<file path="config.mk">
export PLATFORM = sky130hd
export DESIGN_NAME = bus_card
export DESIGN_NICKNAME = d
export VERILOG_FILES = /design/src/bus_pkg.sv /design/src/bus_addr_reg.sv /design/src/bus_card.sv /design/src/bus_const_store.sv /design/src/bus_databus.sv /design/src/bus_mbu.sv
export VERILOG_INCLUDE_DIRS = /design/src
export SDC_FILE = /design/constraint.sdc
export NUM_CORES = 1
export LEC_CHECK = 0
export ABC_AREA = 1
export BUFFER_PORTS_ARGS = -buffer_cell sky130_fd_sc_hd__buf_2
export CAP_MARGIN = 20
export CORE_ASPECT_RATIO = 0.6
export CORE_UTILIZATION = 38
export DETAILED_ROUTE_END_ITERATION = 10
export HOLD_SLACK_MARGIN = 0.12
export PLACE_DENSITY_LB_ADDON = 0.08
export SKIP_CTS_REPAIR_TIMING = 1
export SLEW_MARGIN = 20
export SYNTH_ARGS = -nofsm -noshare
export SYNTH_HDL_FRONTEND = slang
export SYNTH_HIERARCHICAL = 1
export SYNTH_SLANG_ARGS = --single-unit
</file>
<file path="constraint.sdc">
create_clock -name clk1 -period 4.5 [get_ports clk1]
set_input_delay 0.9 -clock clk1 [delete_from_list [all_inputs] [get_ports clk1]]
set_output_delay 0.9 -clock clk1 [all_outputs]
set_load 0.02 [all_outputs]
</file>
<file path="src/bus_consts.svh">
`ifndef BUS_CONSTS_SVH
`define BUS_CONSTS_SVH

//////////////////////////////
// Microcode register addresses
//////////////////////////////

`define BUS_WADDR_AR       5'h02  // IBus write loads AR offset
`define BUS_WADDR_DR       5'h03  // IBus write loads data register
`define BUS_RADDR_DR       5'h03  // IBus read of data register
`define BUS_RADDR_CS_BASE  5'h18  // First of eight constants
`define BUS_RADDR_CS_MASK  5'h18  // Constant store window mask
`define BUS_ACT_MBU_IR     4'h4   // Bank picked by IR[2:0]

//////////////////////////////
// I/O space decode
//////////////////////////////

`define BUS_IO_SYSDEV      2'd0   // Range 000 to 0FF
`define BUS_IO_DEV1XX      2'd1   // Range 100 to 1FF
`define BUS_IO_DEV2XX      2'd2   // Range 200 to 2FF
`define BUS_IO_DEV3XX      2'd3   // Range 300 to 3FF

// MBU registers inside the system device range
`define BUS_MBU_IO_BASE    8'h08  // Bank register 0
`define BUS_MBU_IO_MASK    8'hF8  // Eight bank registers
`define BUS_MBU_IO_CTL     8'h00  // Enable register

`define BUS_TIMEOUT        64     // Wait limit in clocks

`endif

</file>
<file path="src/bus_pkg.sv">
package bus_pkg;

   //////////////////////////////
   // Bus words and addresses
   //////////////////////////////

   typedef logic [15:0] word_t;   // Processor and data bus word

   typedef struct packed {
      logic [7:0] bank;           // AR[23:16] from the MBU
      word_t      offset;         // AR[15:0] from the IBus
   } addr_t;

   //////////////////////////////
   // Microcode and strobes
   //////////////////////////////

   typedef struct packed {
      logic [4:0] raddr;          // IBus read source
      logic [4:0] waddr;          // IBus write destination
      logic [3:0] action;         // Action field
      logic       mem_n;          // Memory space cycle
      logic       io_n;           // I/O space cycle
      logic       rd_n;           // Read request
      logic       wen_n;          // Write request
   } ucode_t;

   // Decoded I/O device selects
   typedef struct packed {
      logic sysdev_n;             // 000 to 0FF
      logic dev1xx_n;             // 100 to 1FF
      logic dev2xx_n;             // 200 to 2FF
      logic dev3xx_n;             // 300 to 3FF
   } iodev_t;

   //////////////////////////////
   // Front panel
   //////////////////////////////

   typedef enum logic [1:0] {
      FP_AR_LO  = 2'd0,           // AR[7:0]
      FP_AR_MID = 2'd1,           // AR[15:8]
      FP_AR_HI  = 2'd2            // AR[23:16]
   } fp_sel_t;

endpackage

</file>
<file path="src/bus_addr_reg.sv">
`timescale 1ns/1ps

`include "bus_consts.svh"

module bus_addr_reg
   import bus_pkg::*;
(
   input  logic       clk1,
   input  logic       arst_n,
   input  ucode_t     uc,
   input  word_t      ibus_in,
   input  logic [7:0] aext,
   input  fp_sel_t    fp_sel,
   output addr_t      ab,
   output iodev_t     iodev,
   output logic [7:0] fpd
);

   addr_t ar;                             // The 24-bit address register

   //////////////////////////////
   // Address register
   //////////////////////////////

   always_ff @(posedge clk1 or negedge arst_n) begin
      if (!arst_n) begin
         ar <= '0;
      end else if (uc.waddr == `BUS_WADDR_AR) begin
         ar.offset <= ibus_in;            // Low word from the processor
         ar.bank   <= aext;               // Bank of this same cycle
      end
   end

   assign ab = ar;

   //////////////////////////////
   // I/O space decoder
   //////////////////////////////

   always_comb begin
      iodev = '1;                         // Nothing selected
      if (!uc.io_n) begin
         case (ar.offset[9:8])
            `BUS_IO_SYSDEV: iodev.sysdev_n = 1'b0;
            `BUS_IO_DEV1XX: iodev.dev1xx_n = 1'b0;
            `BUS_IO_DEV2XX: iodev.dev2xx_n = 1'b0;
            `BUS_IO_DEV3XX: iodev.dev3xx_n = 1'b0;
            default:        iodev = '1;
         endcase
      end
   end

   // Front panel byte
   always_comb begin
      case (fp_sel)
         FP_AR_LO:  fpd = ar.offset[7:0];
         FP_AR_MID: fpd = ar.offset[15:8];
         FP_AR_HI:  fpd = ar.bank;
         default:   fpd = 8'h00;
      endcase
   end

   // Only one device decode may be live on the backplane
   a_iodev_onehot: assert property (
      @(posedge clk1) disable iff (!arst_n)
      $onehot0(~iodev)
   ) else $error("bus_addr_reg: more than one iodev select low");

endmodule

</file>
<file path="src/bus_card.sv">
`timescale 1ns/1ps

module bus_card
   import bus_pkg::*;
(
   input  logic       clk1,
   input  logic       arst_n,
   input  ucode_t     uc,
   input  logic [2:0] ir,
   input  word_t      ibus_in,
   output word_t      ibus_out,
   output logic       ibus_oe,
   output addr_t      ab,
   input  word_t      db_in,
   output word_t      db_out,
   output logic       db_oe,
   output logic       w_n,
   input  logic       ws_n,
   output logic       waiting_n,
   input  logic       halt_n,
   output iodev_t     iodev,
   input  fp_sel_t    fp_sel,
   output logic [7:0] fpd
);

   logic [7:0] aext;                      // MBU bank into AR[23:16]
   logic       io_wr;                     // I/O write completes
   word_t      cs_word;
   logic       cs_valid;
   word_t      dr_word;
   logic       dr_valid;

   //////////////////////////////
   // Card blocks
   //////////////////////////////

   bus_addr_reg u_addr_reg (
      .clk1(clk1), .arst_n(arst_n), .uc(uc), .ibus_in(ibus_in), .aext(aext),
      .fp_sel(fp_sel), .ab(ab), .iodev(iodev), .fpd(fpd)
   );

   bus_mbu u_mbu (
      .clk1(clk1), .arst_n(arst_n), .uc(uc), .ir(ir), .ibus_in(ibus_in), .ab(ab),
      .iodev(iodev), .io_wr(io_wr), .db_out(db_out), .aext(aext)
   );

   bus_const_store u_const_store (.uc(uc), .cs_word(cs_word), .cs_valid(cs_valid));

   bus_databus u_databus (
      .clk1(clk1), .arst_n(arst_n), .uc(uc), .ibus_in(ibus_in), .db_in(db_in),
      .ws_n(ws_n), .halt_n(halt_n), .db_out(db_out), .db_oe(db_oe), .w_n(w_n),
      .waiting_n(waiting_n), .io_wr(io_wr), .dr_word(dr_word), .dr_valid(dr_valid)
   );

   // Read windows never overlap so at most one source drives the IBus
   assign ibus_oe  = cs_valid | dr_valid;
   assign ibus_out = cs_valid ? cs_word : (dr_valid ? dr_word : '0);

endmodule

</file>
<file path="src/bus_const_store.sv">
`timescale 1ns/1ps

`include "bus_consts.svh"

module bus_const_store
   import bus_pkg::*;
(
   input  ucode_t uc,
   output word_t  cs_word,
   output logic   cs_valid
);

   // Eight read addresses from 18 up
   assign cs_valid = (uc.raddr & `BUS_RADDR_CS_MASK) == `BUS_RADDR_CS_BASE;

   //////////////////////////////
   // Constant table
   //////////////////////////////

   always_comb begin
      case (uc.raddr[2:0])
         3'd0:    cs_word = 16'h0000;     // Zero
         3'd1:    cs_word = 16'h0001;     // One
         3'd2:    cs_word = 16'h0002;
         3'd3:    cs_word = 16'h0004;
         3'd4:    cs_word = 16'h0008;     // Vector spacing
         3'd5:    cs_word = 16'h0010;
         3'd6:    cs_word = 16'h8000;     // Sign bit
         3'd7:    cs_word = 16'hFFFF;     // All ones
         default: cs_word = 16'h0000;
      endcase
   end

endmodule

</file>
<file path="src/bus_databus.sv">
`timescale 1ns/1ps

`include "bus_consts.svh"

module bus_databus
   import bus_pkg::*;
(
   input  logic   clk1,
   input  logic   arst_n,
   input  ucode_t uc,
   input  word_t  ibus_in,
   input  word_t  db_in,
   input  logic   ws_n,
   input  logic   halt_n,
   output word_t  db_out,
   output logic   db_oe,
   output logic   w_n,
   output logic   waiting_n,
   output logic   io_wr,
   output word_t  dr_word,
   output logic   dr_valid
);

   typedef enum logic [1:0] {ST_IDLE, ST_ACTIVE, ST_STRETCH} db_state_t;

   db_state_t st;                         // Sequencer state
   logic      cyc_wr;                     // Current cycle is a write
   logic      cyc_io;                     // Current cycle is in I/O space
   logic      start;                      // New cycle accepted
   logic      done;                       // Cycle ends on this edge
   word_t     dr;                         // Data register

   assign start = (st == ST_IDLE) && halt_n
                  && (!uc.mem_n || !uc.io_n) && (!uc.rd_n || !uc.wen_n);
   assign done  = (st != ST_IDLE) && ws_n; // No wait request sampled

   //////////////////////////////
   // Cycle sequencer
   //////////////////////////////

   always_ff @(posedge clk1 or negedge arst_n) begin
      if (!arst_n) begin
         st        <= ST_IDLE;
         cyc_wr    <= 1'b0;
         cyc_io    <= 1'b0;
         w_n       <= 1'b1;
         db_oe     <= 1'b0;
         waiting_n <= 1'b1;
      end else begin
         case (st)
            ST_IDLE: if (start) begin
               st        <= ST_ACTIVE;
               cyc_wr    <= !uc.wen_n;    // Write wins over read
               cyc_io    <= !uc.io_n;
               w_n       <= uc.wen_n;
               db_oe     <= !uc.wen_n;
               waiting_n <= 1'b0;
            end
            ST_ACTIVE, ST_STRETCH: if (done) begin
               st        <= ST_IDLE;
               w_n       <= 1'b1;         // Release the data bus
               db_oe     <= 1'b0;
               waiting_n <= 1'b1;         // Tells microcode to move on
            end else begin
               st <= ST_STRETCH;          // Wait state
            end
            default: st <= ST_IDLE;
         endcase
      end
   end

   assign io_wr = done && cyc_wr && cyc_io;

   // Data register
   always_ff @(posedge clk1) begin
      if (done && !cyc_wr) begin
         dr <= db_in;                     // Read completes
      end else if (uc.waddr == `BUS_WADDR_DR) begin
         dr <= ibus_in;
      end
   end

   assign db_out   = dr;
   assign dr_word  = dr;
   assign dr_valid = uc.raddr == `BUS_RADDR_DR;

   a_wn_oe: assert property (
      @(posedge clk1) disable iff (!arst_n)
      w_n != db_oe
   ) else $error("bus_databus: w_n and db_oe disagree");

   a_halt_blocks: assert property (
      @(posedge clk1) disable iff (!arst_n)
      (st == ST_IDLE && !halt_n) |=> w_n
   ) else $error("bus_databus: write started while halted");

endmodule

</file>
<file path="src/bus_mbu.sv">
`timescale 1ns/1ps

`include "bus_consts.svh"

module bus_mbu
   import bus_pkg::*;
(
   input  logic       clk1,
   input  logic       arst_n,
   input  ucode_t     uc,
   input  logic [2:0] ir,
   input  word_t      ibus_in,
   input  addr_t      ab,
   input  iodev_t     iodev,
   input  logic       io_wr,
   input  word_t      db_out,
   output logic [7:0] aext
);

   logic [7:0] bank_q [0:7];              // Bank registers MB0 to MB7
   logic       mbu_en;                    // Banking enabled
   logic       sys_wr;                    // System device write completes
   logic       bank_hit;                  // I/O address in bank window
   logic       ctl_hit;                   // I/O address on enable register
   logic [2:0] bank_idx;                  // Bank used for the next AR load

   //////////////////////////////
   // Register write decode
   //////////////////////////////

   assign sys_wr   = io_wr && !iodev.sysdev_n;
   assign bank_hit = (ab.offset[7:0] & `BUS_MBU_IO_MASK) == `BUS_MBU_IO_BASE;
   assign ctl_hit  = ab.offset[7:0] == `BUS_MBU_IO_CTL;

   always_ff @(posedge clk1 or negedge arst_n) begin
      if (!arst_n) begin
         bank_q <= '{default: 8'h00};     // All banks map to zero
      end else if (sys_wr && bank_hit) begin
         bank_q[ab.offset[2:0]] <= db_out[7:0]; // Only the low byte is wired
      end
   end

   always_ff @(posedge clk1 or negedge arst_n) begin
      if (!arst_n) begin
         mbu_en <= 1'b0;                  // Flat 64K space out of reset
      end else if (sys_wr && ctl_hit) begin
         mbu_en <= db_out[0];
      end
   end

   //////////////////////////////
   // Address extension
   //////////////////////////////

   // IR indexing is for instructions that name their own bank;
   // otherwise the top three address bits pick the bank
   always_comb begin
      if (uc.action == `BUS_ACT_MBU_IR) begin
         bank_idx = ir;
      end else begin
         bank_idx = ibus_in[15:13];
      end
   end

   always_comb begin
      if (mbu_en) begin
         aext = bank_q[bank_idx];
      end else begin
         aext = 8'h00;                    // Disabled MBU gives bank 0
      end
   end

   //////////////////////////////
   // Checks
   //////////////////////////////

   // The sequencer finishes an I/O write only while the microcode
   // still holds the I/O strobe and the write request
   a_io_wr_strobes: assert property (
      @(posedge clk1) disable iff (!arst_n)
      io_wr |-> (!uc.io_n && !uc.wen_n)
   ) else $error("bus_mbu: io_wr outside a held I/O write");

endmodule

</file>
==> flow_summary.toml, run 1 <==
[status]
status = "complete, no violations"

[critical_path]
worstPathMaxFanout = 18
critPathKind = "primary input to primary output"
path_cells = "buf_2 -> nand2_1 -> inv_1 -> inv_8 -> nand3_1 -> nand2_1 -> buf_2"
r2r_start = "u_databus/st[0]"
critPathLaunchType = "primary input"
worstPathRequired_ps = 3600
end_kind = "primary output"
critPathBufInv = 4
crit_family = "buffers and inverters"
crit_start = "uc[17]"
critPathSlowestCell = "inv_1"
arrival_ps = 1990
max_stage_delay_ps = 460

[synth]
synth-main-ff-cell = "dfrtp_1"
ys_seq_area_share_pct = 44.1
synth.most_common_cell = "nand2_1"
ys_ff_latch = 112
synth_edf_count = 16
yosysTopAreaCell = "dfrtp_1"
yosysTopAreaCellShare_pct = 35.9
synth_cells = 821
netlist_area_mm2 = 0.00655
yosysUniqueCellTypes = 34
avgSynthCellArea_um2 = 7.98
synthTopCellsByArea = "dfrtp_1 (36%), nand2_1 (14%), edfxtp_1 (7.3%)"
yosysWarnings = 6
synth_fp_nets = 886
yosys-top-cells-count = "nand2_1 (246), inv_1 (100), dfrtp_1 (94), nand3_1 (79), o21ai_1 (50)"
async_reset_ff_share_pct = 85.7

[timing]
finalSetupViolCount = 0
skew_ps = 10.0
slew_viol_final = 0
layout_setup_ws_ps = 1610
relSlewSlack_pct = 55.3
period_needed_ps = 2890
timing_hold_violations_final = 0
hold_ws_ps = 411
tightest_slew_ps = 669
tns_ps = 0
fmax_mhz = 346
rsz0062_at_grt = "no"
post-route-period-util_pct = 64.1

[clock_tree]
cts_buffers = 9
cts-root-buf = "clkbuf_16"
clock-sinks = 112
clkTransAtPathRegs_ps = 70
cts_tree = "done"
clockBufferDepth = 2
h-tree-depth = 3
clk-insertion-delay-late_ps = 360

[pwr]
powerDensity_mw_per_mm2 = 415
vdd_drop_max_mv = 0.238
p_leak_nw = 3.87

[flow_run]
drv_cap = 0

[drt]
drc = 0
routed_wl_um = 18500
drtIter0Drc = 497
vias_per_cell = 4.81
wl_per_cell_um = 16.2
drtAntennaViolNets = 0
vias = 5503
dr.pass1.iters = 6

[final_layout]
diodes = 0
finish.net_count = 975
drive_gt1_share_pct = 25.0
synthToLayoutAreaGrowth_pct = 12.4

[global_routing]
grt.total_usage_pct = 21.5
grt_pass1_wl_um = 29000
grt_max_degree = 43
antenna_found_initial = 0
grt_pass1_vias = 4933
globalRouteOverflowTotal = 0

[place]
gp_congestion = 0.845
post-place-ws_ps = 1620
dp_hpwl_um = 13700
portBuffers = 130

[floorplan]
num_rows = 36
core_mm2 = 0.0165
ios = 131
die_w_um = 171
die_y_um = 104
start_util_pct = 39.6
dieArea_mm2 = 0.0178

[worst_hold_path]
hp-class = "primary input to async pin"
per-layer routing:
| metal | up-vias | track usage [%] | wire length, um |
|---|---|---|---|
| li1 | 2766 | - | - |
| met3 | 10 | 6.04 | 1400 |
| met2 | 158 | 26.8 | 7110 |
| met1 | 2569 | 35.7 | 9910 |
| met4 | 0 | 3.44 | 119 |
| met5 | - | 0 | 0 |
kinds of logic (layout without fill, tap and decap cells):
logic type | after synthesis | in the layout | share of synthesized area, %
buffers and inverters | 162 | 256 | 13.5
flip-flops | 112 | 112 | 44.1
adder cells (fa/ha/maj) | 6 | 6 | 1.15
AO/OA/AOI/OAI | 99 | 99 | 9.36
AND/OR/NAND/NOR | 442 | 442 | 31.9
worst register-to-register path, delay by kind of cell (launching register included):
family | cells | cell delay [ps]
AND/OR/NAND/NOR | 4 | 970
flip-flops | 1 | 360
AO/OA/AOI/OAI | 1 | 340
adder cells (fa/ha/maj) | 1 | 240
buffers and inverters | 2 | 130
registers in the layout (all words and copies together) (netlist names):
signal               flops
u_mbu/bank_q            64
u_databus/cyc_wr         1
u_databus/waiting_n      1
u_databus/db_oe          1
u_databus/st             2
u_addr_reg/ab           24
u_mbu/mbu_en             1
u_databus/w_n            1
u_databus/cyc_io         1
u_databus/db_out        16
cell type report:
| class | instances | area [um^2] |
|---|---|---|
| Fill cell | 1756 | 9170 |
| Sequential cell | 112 | 2890 |
| Multi-Input combinational cell | 547 | 2780 |
| Timing Repair Buffer | 136 | 698 |
| Inverter | 104 | 398 |
| Tap cell | 228 | 285 |
| Clock buffer | 11 | 233 |
| Clock inverter | 5 | 80.1 |
per-stage QoR:
stage	power [mW]	instance area, um^2	instances	util (%)
finish	3.06	7360	1143	44.5
global route	3.25	7360	1143	44.5
CTS	3.09	7360	1143	44.5
detailed placement	2.22	7050	1127	42.6
global placement	2.22	7050	1127	42.6
floorplan	1.94	6550	821	-
power by group:
group / switching [mW] / leakage [nW] / total, mW / internal, mW
Combinational: 0.629 / 2.27 / 0.884 / 0.255
Clock: 0.375 / 0.154 / 0.865 / 0.490
Sequential: 0.127 / 1.44 / 1.31 / 1.18
Total: 1.13 / 3.87 / 3.06 / 1.93
worst paths after layout:
kind | end | slack [ps] | depth (start not counted)
worst min register to register | u_databus/w_n | 460 | 2
min in group clk1 | u_databus/w_n | 460 | 2
worst min-delay path | u_mbu/bank_q[61] | 410 | 1
worst max-delay path | ibus_out[15] | 1610 | 7
worst max register to register | u_mbu/bank_q[57] | 2360 | 8
max in group asynchronous | u_mbu/bank_q[13] | 3250 | 2
placed cells by master (no fill, tap or decap), drive strengths merged:
cell,synthesis,layout
inv,104,105
nor3b,1,1
ha,6,6
nor2,50,50
buf,56,136
o211ai,2,2
dfrtp,94,94
a21oi,2,2
nor3,1,1
nand3,92,92
o21ai,95,95
bufinv,0,2
or2,2,2
nand3b,1,1
edfxtp,16,16
dfstp,2,2
nor4,1,1
nand2,270,270
clkinv,0,2
nand4,24,24
clkbuf,2,11
No activity file was read; power rests on OpenSTA's default activity.
==> inputs of run 2 (changes only) <==
==> constraint.sdc (replaced) <==
create_clock -name clk1 -period 2.44 [get_ports clk1]
set_input_delay 0.488 -clock clk1 [delete_from_list [all_inputs] [get_ports clk1]]
set_output_delay 0.488 -clock clk1 [all_outputs]
set_load 0.02 [all_outputs]
==> run 2 against run 1 <==
Against the previous run: non-clock buffer count grew 12; setup slack worse by 1200 ps; hold slack worse by 45 ps; critical path type is now register to register; combinational power grew 88%.
==> flow_summary.toml, run 2 (synthesis results as in run 1) <==
[worst_hold_path]
holdPathEnd = "u_databus/cyc_wr"
hp-class = "primary input to register"
hold_start = "uc[0]"
hold-path-cell-count = 2

[final_layout]
largest_register_ffs = 64
top_register = "u_mbu/bank_q"
finish.net_count = 987
drive_gt1_share_pct = 26.1
layout_commonest_cell = "nand2_1"
layout_common_cells = "nand2_1 (246), buf_2 (129), inv_1 (100)"
fill_cells = 1744
synthToLayoutAreaGrowth_pct = 13.9

[critical_path]
worstPathRequired_ps = 2660
reg2reg_to = "u_mbu/bank_q[31]"
critPathKind = "register to register"
rr_worst_depth = 11
arrival_ps = 2290
crit_family = "simple AND/OR/NAND/NOR gates"
critPathBufInv = 2
critPathSlowestCell = "dfrtp_1"
path_cells = "inv_1 -> ha_1 -> inv_2 -> nand2_2 -> nor2_1 -> nor3b_4 -> nand2_4 -> nor2_4 -> nand2_2 -> nand2_1 -> o21ai_2"
r2r_start = "u_databus/st[0]"
end_kind = "register"
r2r_slack_ps = 370
worstPathMaxFanout = 16
max_stage_delay_ps = 360
critPathLaunchType = "register"
crit_top_cell = "nand2_2"

[floorplan]
core_mm2 = 0.0165
ios = 131
start_util_pct = 39.6
dieArea_mm2 = 0.0178
num_rows = 36
die_w_um = 171
die_y_um = 104

[timing]
period_needed_ps = 2070
fmax_mhz = 483
skew_ps = 11.3
slew_viol_final = 0
tightest_slew_ps = 527
post-route-period-util_pct = 84.9
rsz0062_at_grt = "no"
tns_ps = 0
relSlewSlack_pct = 64.8
timing_hold_violations_final = 0
finalSetupViolCount = 0

[global_routing]
grt.total_usage_pct = 21.8
grt_pass1_wl_um = 29500
grt_max_degree = 43
grt_pass1_vias = 4989
globalRouteOverflowTotal = 0
antenna_found_initial = 1

[clock_tree]
clkTransAtPathRegs_ps = 80
cts_tree = "done"
clockBufferDepth = 2
cts_buffers = 9
clock-sinks = 112
clk-insertion-delay-late_ps = 350
cts-root-buf = "clkbuf_16"
h-tree-depth = 3

[drt]
drc = 0
drtIter0Drc = 497
drtAntennaViolNets = 0
vias_per_cell = 4.81
wl_per_cell_um = 16.3
dr.pass1.iters = 5
routed_wl_um = 18900
vias = 5555

[place]
dp_hpwl_um = 14200
portBuffers = 130
gp_congestion = 0.920

[pwr]
p_leak_nw = 3.93
vdd_drop_max_mv = 0.506
powerDensity_mw_per_mm2 = 751
p_total_mw = 5.61

[status]
status = "complete, no violations"

[flow_run]
drv_cap = 0
## run 2: cell types whose count changed in the layout (fill, tap and decap cells not counted)
cell	previous run	this run
buf_12	0	1
buf_4	7	17
bufinv_16	2	1
clkbuf_1	2	0
clkbuf_8	0	1
clkinv_2	1	2
diode_2	0	1
dlygate4sd3_1	0	1
inv_4	1	0
inv_6	0	2
## run 2: final cells by class
cell class,count,area (um^2),share of cell area (%)
multi-input cells,547,2780,37.3
flip-flops and latches,112,2890,38.7
clock inverters,6,66.3,0.889
inverters,104,398,5.33
well taps,228,285,3.82
diodes,1,2.50,0.0335
repair buffers,148,803,10.8
clock buffers,10,239,3.20
## run 2: how the worst max path moves through the flow
| stage | startpoint | slack [ps] | to | depth (start not counted) |
|---|---|---|---|---|
| finish | u_databus/st[0] | 370 | u_mbu/bank_q[31] | 11 |
| global route | u_databus/st[0] | 210 | u_mbu/bank_q[45] | 11 |
| CTS | u_databus/st[0] | 360 | u_mbu/bank_q[31] | 11 |
| detailed placement | uc[4] | 270 | u_addr_reg/ab[20] | 13 |
| global placement | uc[4] | 310 | u_addr_reg/ab[18] | 13 |
| floorplan | uc[11] | 220 | u_databus/db_out[0] | 3 |
## run 2: routing by layer
layer / track usage (%) / part of all wire, % / up-vias
met2: 27.3 / 37 / 198
met4: 2.81 / 0.48 / 0
met3: 5.12 / 8.0 / 8
met1: 37.1 / 55 / 2553
met5: 0 / 0 / -
li1: - / - / 2796
## run 2: power breakdown
part | internal, mW | total [mW] | switching [mW]
Clock | 0.832 | 1.53 | 0.696
Combinational | 0.485 | 1.66 | 1.18
Sequential | 2.18 | 2.42 | 0.238
Total | 3.49 | 5.61 | 2.11
## run 2: through the flow
step / worst slack [ps] / hold WS, ps / cells / utilization [%] / instance area, um^2
detailed placement: 272 / 412 / 1138 / 43.2 / 7140
floorplan: 216 / 192 / 821 / - / 6550
finish: 369 / 367 / 1156 / 45.1 / 7460
global route: 212 / 380 / 1155 / 45.1 / 7460
global placement: 309 / 409 / 1138 / 43.2 / 7140
CTS: 356 / 34.5 / 1154 / 45.1 / 7450
==> inputs of run 3 (changes only) <==
==> constraint.sdc (replaced) <==
create_clock -name clk1 -period 1.95 [get_ports clk1]
set_input_delay 0.39 -clock clk1 [delete_from_list [all_inputs] [get_ports clk1]]
set_output_delay 0.39 -clock clk1 [all_outputs]
set_load 0.02 [all_outputs]
==> run 3 against run 2 <==
Against the previous run: the run now ends with negative setup slack left; setup slack got worse by 380 ps; via count rose by 6.3%; final cell count rose by 2.8%; first-iteration DRC count grew 1.0%; die area unchanged; hold slack got worse by 96 ps; fmax rose by 5.5%; count of clock-buffer cells in the layout unchanged; sequential cell count did not move; global-route usage grew 0.56 points; routed wire length rose by 7.9%; critical path depth is 1 higher; critical endpoint is now u_mbu/bank_q[39]; highest routed layer unchanged.
==> flow_summary.toml, run 3 (synthesis results as in run 1) <==
[critical_path]
r2r_start = "u_databus/st[1]"
end_kind = "register"
critPathKind = "register to register"
worstPathMaxFanout = 8
reg2reg_to = "u_mbu/bank_q[39]"
endpoint = "u_mbu/bank_q[39]"
r2r_slack_ps = -10
arrival_ps = 2170
worstPathRequired_ps = 2160
critPathLaunchType = "register"
rr_worst_depth = 12
crit_start = "u_databus/st[1]"

[place]
portBuffers = 130
dp.cells = 1158
dp_hpwl_um = 14700
gp_congestion = 0.889

[floorplan]
ios = 131
dieArea_mm2 = 0.0178
core_mm2 = 0.0165
start_util_pct = 39.6
num_rows = 36
die_y_um = 104
die_w_um = 171

[timing]
layout_setup_ws_ps = -14.1
hold_ws_ps = 270
rsz0062_at_grt = "yes"
finalSetupViolCount = 5
tightest_slew_ps = 683
fmax_mhz = 509
tns_ps = -28.7
timing_hold_violations_final = 0
period_needed_ps = 1960
slew_viol_final = 0
skew_ps = 14.7
relSlewSlack_pct = 54.4
post-route-period-util_pct = 101

[clock_tree]
cts_tree = "done"
h-tree-depth = 3
cts_buffers = 9
clk-insertion-delay-late_ps = 350
cts-root-buf = "clkbuf_16"
clock-sinks = 112
clockBufferDepth = 2
clkTransAtPathRegs_ps = 80

[final_layout]
largest_register_ffs = 64
layout_commonest_cell = "nand2_1"
diodes = 0
fill_cells = 1656
multi_input_area_mm2 = 0.00308
synthToLayoutAreaGrowth_pct = 23.1
top_register = "u_mbu/bank_q"
drive_gt1_share_pct = 33.8
finish.net_count = 1020
seq_area_mm2 = 0.00289
stdcell_count = 1188
layout_common_cells = "nand2_1 (211), buf_2 (129), inv_1 (98)"

[drt]
routed_wl_um = 20300
drc = 0
vias_per_cell = 4.97
drtIter0Drc = 502
vias = 5903
wl_per_cell_um = 17.1
dr.pass1.iters = 5
drtAntennaViolNets = 0

[pwr]
vdd_drop_max_mv = 0.616
p_leak_nw = 4.16
powerDensity_mw_per_mm2 = 898

[status]
status = "finished with violations"
violations = "negative setup slack"

[global_routing]
globalRouteOverflowTotal = 0
grt_pass1_wl_um = 30000
grt.total_usage_pct = 22.4
grt_max_degree = 49
antenna_found_initial = 0
grt_pass1_vias = 5108

[worst_hold_path]
hp-class = "primary input to register"
hold-path-cell-count = 2

[flow_run]
drv_cap = 0
## run 3: cell types whose count changed in the layout (fill, tap and decap cells not counted), moves of 8 or more
cell / change
buf_4: +16
o21ai_2: +8
o21ai_1: -8
nand2_1: -35
buf_12: +9
nand2_2: +29
## run 3: worst min-delay path by stage
stage / start / to / slack (ps)
floorplan: arst_n / u_addr_reg/ab[0] / 90
global placement: arst_n / u_databus/db_oe / 250
detailed placement: arst_n / u_databus/db_oe / 260
CTS: arst_n / u_databus/db_oe / -130
global route: uc[0] / u_databus/cyc_wr / 280
finish: uc[0] / u_databus/cyc_wr / 270
## run 3: area by class of cell
cell class | instances | area share (%)
multi-input combinational | 553 | 38.1
sequential | 112 | 35.8
timing repair buffer | 175 | 14.0
inverter | 104 | 4.97
tap | 228 | 3.54
clock buffer | 10 | 2.96
clock inverter | 6 | 0.621
## run 3: routing by layer
layer  track usage [%]  up-vias  wire, um
met3              4.59       11      1580
met5                 0        -         0
met1              38.0     2779     10800
met4              3.51        0       129
li1                  -     2883         -
met2              28.2      230      7800
## run 3: power by group
| part | internal [mW] | total (mW) | switching (mW) |
|---|---|---|---|
| Clock | 0.920 | 1.81 | 0.888 |
| Combinational | 0.811 | 2.42 | 1.60 |
| Sequential | 2.73 | 3.02 | 0.293 |
## run 3: worst max-delay path: stages, from the launching register on
cell and delay [ps]:
dfrtp_1 370, inv_2 60, ha_4 170, inv_4 50, nand2_4 50, nor2_4 90
nor3b_4 310, nand2_4 130, nor2_8 180, buf_12 160, nand2_8 90, nand2_2 80
o21ai_1 70
## run 3: through the flow
step | util (%) | instance area, um^2 | total power [mW] | worst slack [ps]
after floorplan | - | 6550 | 4.48 | 63.3
after global placement | 44.7 | 7390 | 5.33 | -74.9
final | 48.8 | 8060 | 7.24 | -14.1
after CTS | 46.4 | 7670 | 7.12 | -110
after global routing | 48.8 | 8060 | 7.65 | -104
after detailed placement | 44.7 | 7390 | 5.31 | -95.8
